## src/logic/plru_tree.sv

```systemverilog
`timescale 1ns/1ns

module plru_tree #(
    parameter int WAYS = 4,
    parameter int SETS = 16,
    localparam int SET_W = $clog2(SETS),
    localparam int WAY_W = (WAYS > 1) ? $clog2(WAYS) : 1
) (
    input  logic             clk,
    input  logic             rst,
    input  logic [SET_W-1:0] index,
    input  logic             access,
    input  logic [WAY_W-1:0] access_way,
    output logic [WAY_W-1:0] victim_way
);

    localparam int LEVELS = $clog2(WAYS);

    if (WAYS == 1) begin : g_direct
        // Nothing to choose between
        assign victim_way = '0;
    end else begin : g_tree
        // Heap order: node n has children 2n+1 and 2n+2
        logic [WAYS-2:0] tree_q [SETS];
        logic [WAYS-2:0] cur_bits;
        logic [WAYS-2:0] next_bits;

        assign cur_bits = tree_q[index];

        // Follow the pointers down from the root
        always_comb begin : walk
            int node;
            node = 0;
            victim_way = '0;
            for (int l = 0; l < LEVELS; l++) begin
                victim_way[LEVELS-1-l] = cur_bits[node];
                node = 2 * node + 1 + int'(cur_bits[node]);
            end
        end

        // Point every node on the accessed path away from it
        always_comb begin : touch
            int node;
            node = 0;
            next_bits = cur_bits;
            for (int l = 0; l < LEVELS; l++) begin
                next_bits[node] = ~access_way[LEVELS-1-l];
                node = 2 * node + 1 + int'(access_way[LEVELS-1-l]);
            end
        end

        always_ff @(posedge clk) begin
            if (rst) begin
                for (int s = 0; s < SETS; s++) begin
                    tree_q[s] <= '0;
                end
            end else if (access) begin
                tree_q[index] <= next_bits;
            end
        end
    end

endmodule

```

## config.mk

```make
export PLATFORM = sky130hd
export DESIGN_NAME = plru_tree
export DESIGN_NICKNAME = d
export VERILOG_FILES = /design/src/logic/plru_tree.sv
export SDC_FILE = /design/constraint.sdc
export NUM_CORES = 1
export LEC_CHECK = 0
export BUFFER_PORTS_ARGS = -buffer_cell sky130_fd_sc_hd__buf_2
export CORE_ASPECT_RATIO = 1.1
export CORE_UTILIZATION = 60
export DETAILED_ROUTE_END_ITERATION = 8
export PLACE_DENSITY = 0.76
export SETUP_SLACK_MARGIN = 0.02
export SYNTH_ARGS = -nofsm -noshare
export SYNTH_HDL_FRONTEND = slang
export SYNTH_SLANG_ARGS = --single-unit
```

## constraint.sdc

```tcl
create_clock -name clk -period 2.4 [get_ports clk]
set_input_delay 0.36 -clock clk [delete_from_list [all_inputs] [get_ports clk]]
set_output_delay 0.36 -clock clk [all_outputs]
set_load 0.005 [all_outputs]
```

# ---- Word-level counts from Yosys, hierarchy flattened
# Memories as Yosys holds them, arrays and structs flattened.
# Cells that the tools add are included.
dict set report word_totals {
  wordCells 24
  ram_bits 48
  n_memories 1
  inputBits 9
  regBits 0
}
# name words word_bits read_ports rd_ports_with_merged_regs wr line_no
set mem_list {}
lappend mem_list {g_tree.tree_q 16 3 1 0 16 24} ;# logic [WAYS-2:0] tree_q [SETS];
dict set report op_classes {
  bitwise 2
  n_addsub 2
  reduce_logical 2
  magnitude_cmp 3
  n_mux 14
}
# cell count
set ops {}
lappend ops {{1-bit 2-to-1 mux} 9}
lappend ops {{2-bit by 3-bit less-than comparator with 1-bit output (second input constant)} 2}
lappend ops {{1-bit by 1-bit adder with 2-bit output (first input constant)} 2}
lappend ops {{4-bit 2-to-1 mux} 1}
lappend ops {{3-bit bitwise mux} 1}
lappend ops {{3-bit 2-to-1 mux} 1}
lappend ops {{3-bit OR reduction} 1}
lappend ops {{1-bit binary-select mux with 2-bit select} 1}
lappend ops {{1-bit demux with 2-bit select} 1}
lappend ops {{2-bit by 1-bit >= comparator with 1-bit output (second input constant)} 1}
lappend ops {{1-bit NOT} 2}
lappend ops {{1-bit logical AND} 1}

# ---- Longest topological paths before layout
dict set report depth {
  word_depth 7
  depth_mapped 7
  depth_no_buf 5
}

# ---- Worst setup path before layout
# No wires, ideal clock.
dict set report synth_path {
  kind {input to output}
  start {input index[1]}
  end {output victim_way[0]}
  arrival_time_ps 1594
  n_path_buf 2
  path_slack_ps 446
  cell_stages 7
  cell_sequence {buf_2 > buf_2 > mux4_2 > a22oi_1 > nand3_1 > nor3_1 > a21oi_1}
}
dict set report synth_via {
  elab_chain_len 5
}
# element line_no
set synth_lines {}
lappend synth_lines {{from (decl)} 11} ;# input logic [SET_W-1:0] index,
lappend synth_lines {{memory 16 x 3 bit *} --}
lappend synth_lines {{named net victim_way[1]} 14} ;# output logic [WAY_W-1:0] victim_way
lappend synth_lines {{1-bit by 1-bit adder with 2-bit output} 37} ;# node = 2 * node + 1 + int'(cur_bits[node]);
lappend synth_lines {{1-bit binary-select mux with 2-bit select *} --}
lappend synth_lines {{1-bit 2-to-1 mux * (2 in series)} --}
lappend synth_lines {{to (decl)} 14}
# Mark *: on every way through the listed nets, which the timed path passes. The rest lies on a longest branch. The select of a mux whose other input is x is not followed.

# ---- Worst setup path in the final report
dict set report layout_path {
  start {memory g_tree.tree_q[1][0] in the netlist's numbering}
  end {output victim_way[0]}
}
dict set report layout_via {
  elab_chain_len 5
}
# element line_no
set layout_lines {}
lappend layout_lines {{from (decl)} 24}
lappend layout_lines {{memory 16 x 3 bit *} --}
lappend layout_lines {{1-bit by 1-bit adder with 2-bit output} 37}
lappend layout_lines {{1-bit binary-select mux with 2-bit select *} --}
lappend layout_lines {{1-bit 2-to-1 mux * (2 in series)} --}
# Mark *: on every way between the ends. The rest lies on a longest branch, timed or not. The select of a mux whose other input is x is not followed.

==> out/metrics.csv <==
metric,value,unit
outcome,"complete, no violations",
fin_cells,258,
synthSimpleGateAreaFrac,20.04,%
core_area,0.003741,mm2
cts-resized-gates,0,
synth_cell_type_count,27,
m1WireLength,1784,um
grt_max_degree,22,
vias,1544,
wirelength,4701,um
yosysTopAreaCell,edfxtp_1,
vias_per_cell,5.984,
min-delay-start,access_way[0],
worstPathRequired,2.04,ns
max_cap_violations,0,
top_register,g_tree.tree_q,
synthMuxAreaShare,10.88,%
synth_area,0.002416,mm2
relSlewSlack,57.39,%
setup_viol,0,
die_w,62.51,um
root_buffer,clkbuf_8,
min_period,2.246,ns
grt_pass1_wl,7521,um
power_per_cell_area,729.8,mW/mm2
clkTransAtPathRegs,0.09,ns
hold_violations,0,
grt_pass1_vias,1458,
ff2ff_setup_slack,0.54,ns
cts_tree,done,
synth_top_cell_area_share,59.66,%
avgSynthCellArea,12.39,um2
clock-sinks,48,
start_util,64.58,%
timing.final.crit_share,93.57,%
max_freq,0.4453,GHz
syn_to_final_growth,10.98,%
yosysWarnings,0,
nets,216,
yosysSeqAreaShare,59.66,%
synthCells,195,
cts_made_buffers,5,
cts_setup_buffers,0,
drtIter0Drc,163,
hold_buffers,0,
synth.area.top_cells,"edfxtp_1 60%, mux4_2 7.5%, nor2_1 7.3%",
wl_met3,358,um
min_path_type,primary input to flop,
crit_path_end_kind,primary output,
num_io_pins,11,
drc,0,
clk_path_buf_depth,2,
rsz0062_at_grt,false,
dieArea,0.004285,mm2
io_buffer_count,10,
final_cell_mix,"48 x edfxtp_1, 47 x nor2_1, 17 x nand2b_1",
ys_ff_latch,48,
slew_viol_final,0,
clk_latency,0.30,ns
synth_fa_ha_area_share,0,%
dp_cells,250,
synth_xor_area_share,0,%
largest_reg_flops,48,
synth_compound_area_share,5.489,%
dr.pass1.iters,4,
top_regs,g_tree.tree_q x48,
ir_drop,0.4935,mV
final_common_cell,edfxtp_1,
crit_type,flop to primary output,
synth_nets,204,
startpoint,g_tree.tree_q[1][0]$_SDFFCE_PN0P_,
ant_nets,0,
clock_skew,0.006212,ns
wl_per_cell,18.22,um
reg2reg_from,g_tree.tree_q[13][1]$_SDFFCE_PN0P_,
dr_wl_met2,2449,um
die-height,68.56,um
cp_max_fo,3,
gp_congestion,0.9491,
antennaDiodeCount,0,
worst_slew_pin_slew,0.6378,ns
leakage,0.9815,nW
grtUsageTotal,24.98,%
num_rows,23,
cp-start-kind,flop,
grt_overflow,0,
setup_tns,0,ns
dp_hpwl,3321,um
synth_top_family_by_area,simple AND/OR/NAND/NOR gates,
drive_above_1_share,21.63,%
routed.top_layer,met4,
critPathArrivalTime,1.89,ns
cts_max_level,2,
antenna_found_initial,0,
==> cell families (layout without fill, tap and decap cells) <==
logic type,count (synthesis),after routing
AND/OR/NAND/NOR,104,104
flip-flops,48,48
multiplexers,16,16
buffers and inverters,15,28
AO/OA/AOI/OAI,12,12
==> synth_stat cells <==
library cell,count
a21oi_2,2
and3b_1,1
clkbuf_1,2
nand2b_1,17
buf_4,1
nor3_1,5
nor2_2,4
a221o_1,2
nor2_1,47
buf_1,1
o21ai_0,2
mux4_2,8
edfxtp_1,48
nor3b_1,2
mux2i_1,6
buf_2,4
nand3_1,6
and3_1,1
a22oi_1,1
inv_1,3
nor2b_1,5
a311oi_2,2
mux2_2,2
o31ai_4,2
nand2_1,16
a21oi_1,1
buf_6,4
==> power by group <==
group | total (mW) | internal, mW | switching [mW]
Sequential | 0.973 | 0.959 | 0.0139
Combinational | 0.201 | 0.0829 | 0.119
Clock | 0.783 | 0.520 | 0.262
Total | 1.96 | 1.56 | 0.395
==> metrics by stage <==
step	hold slack (ns)	cell area (um2)	setup WS [ns]	util, %	total power, mW
after floorplan	0.6317	2416	0.4458	-	1.129
after global placement	0.8673	2522	0.2503	67.42	1.185
after detailed placement	0.8751	2522	0.1995	67.42	1.191
after CTS	0.5611	2681	0.1649	71.67	1.960
after global routing	0.5931	2681	0.1034	71.67	1.997
final	0.5658	2681	0.1544	71.67	1.957
==> path summary, 6_finish.rpt <==
path                                   endpoint  depth (start not counted)
min           g_tree.tree_q[0][1]$_SDFFCE_PN0P_                          3
min reg2reg  g_tree.tree_q[11][2]$_SDFFCE_PN0P_                          4
max                               victim_way[0]                          6
max reg2reg   g_tree.tree_q[9][1]$_SDFFCE_PN0P_                          6
==> routing by layer <==
layer  GRT usage, %  up-vias
met2          44.16       79
met5              0        -
li1               -      716
met4          10.76        0
met1          30.29      738
met3          5.263       11
==> area by class of cell <==
cell class                      instances  area, um2
Inverter                                3      11.26
Clock inverter                          3      90.09
Sequential cell                        48       1441
Timing Repair Buffer                   17      127.6
Multi-Input combinational cell        132      879.6
Fill cell                             262       1060
Clock buffer                            5      68.82
Tap cell                               50      62.56
==> worst max-delay path, stage by stage (launching register included) <==
cell	delay, ns
edfxtp_1	0.42
mux4_2	0.46
a22oi_1	0.17
nand3_1	0.14
nor3_1	0.21
a21oi_1	0.06
buf_2	0.13
Power figures use the tool's default switching activity.
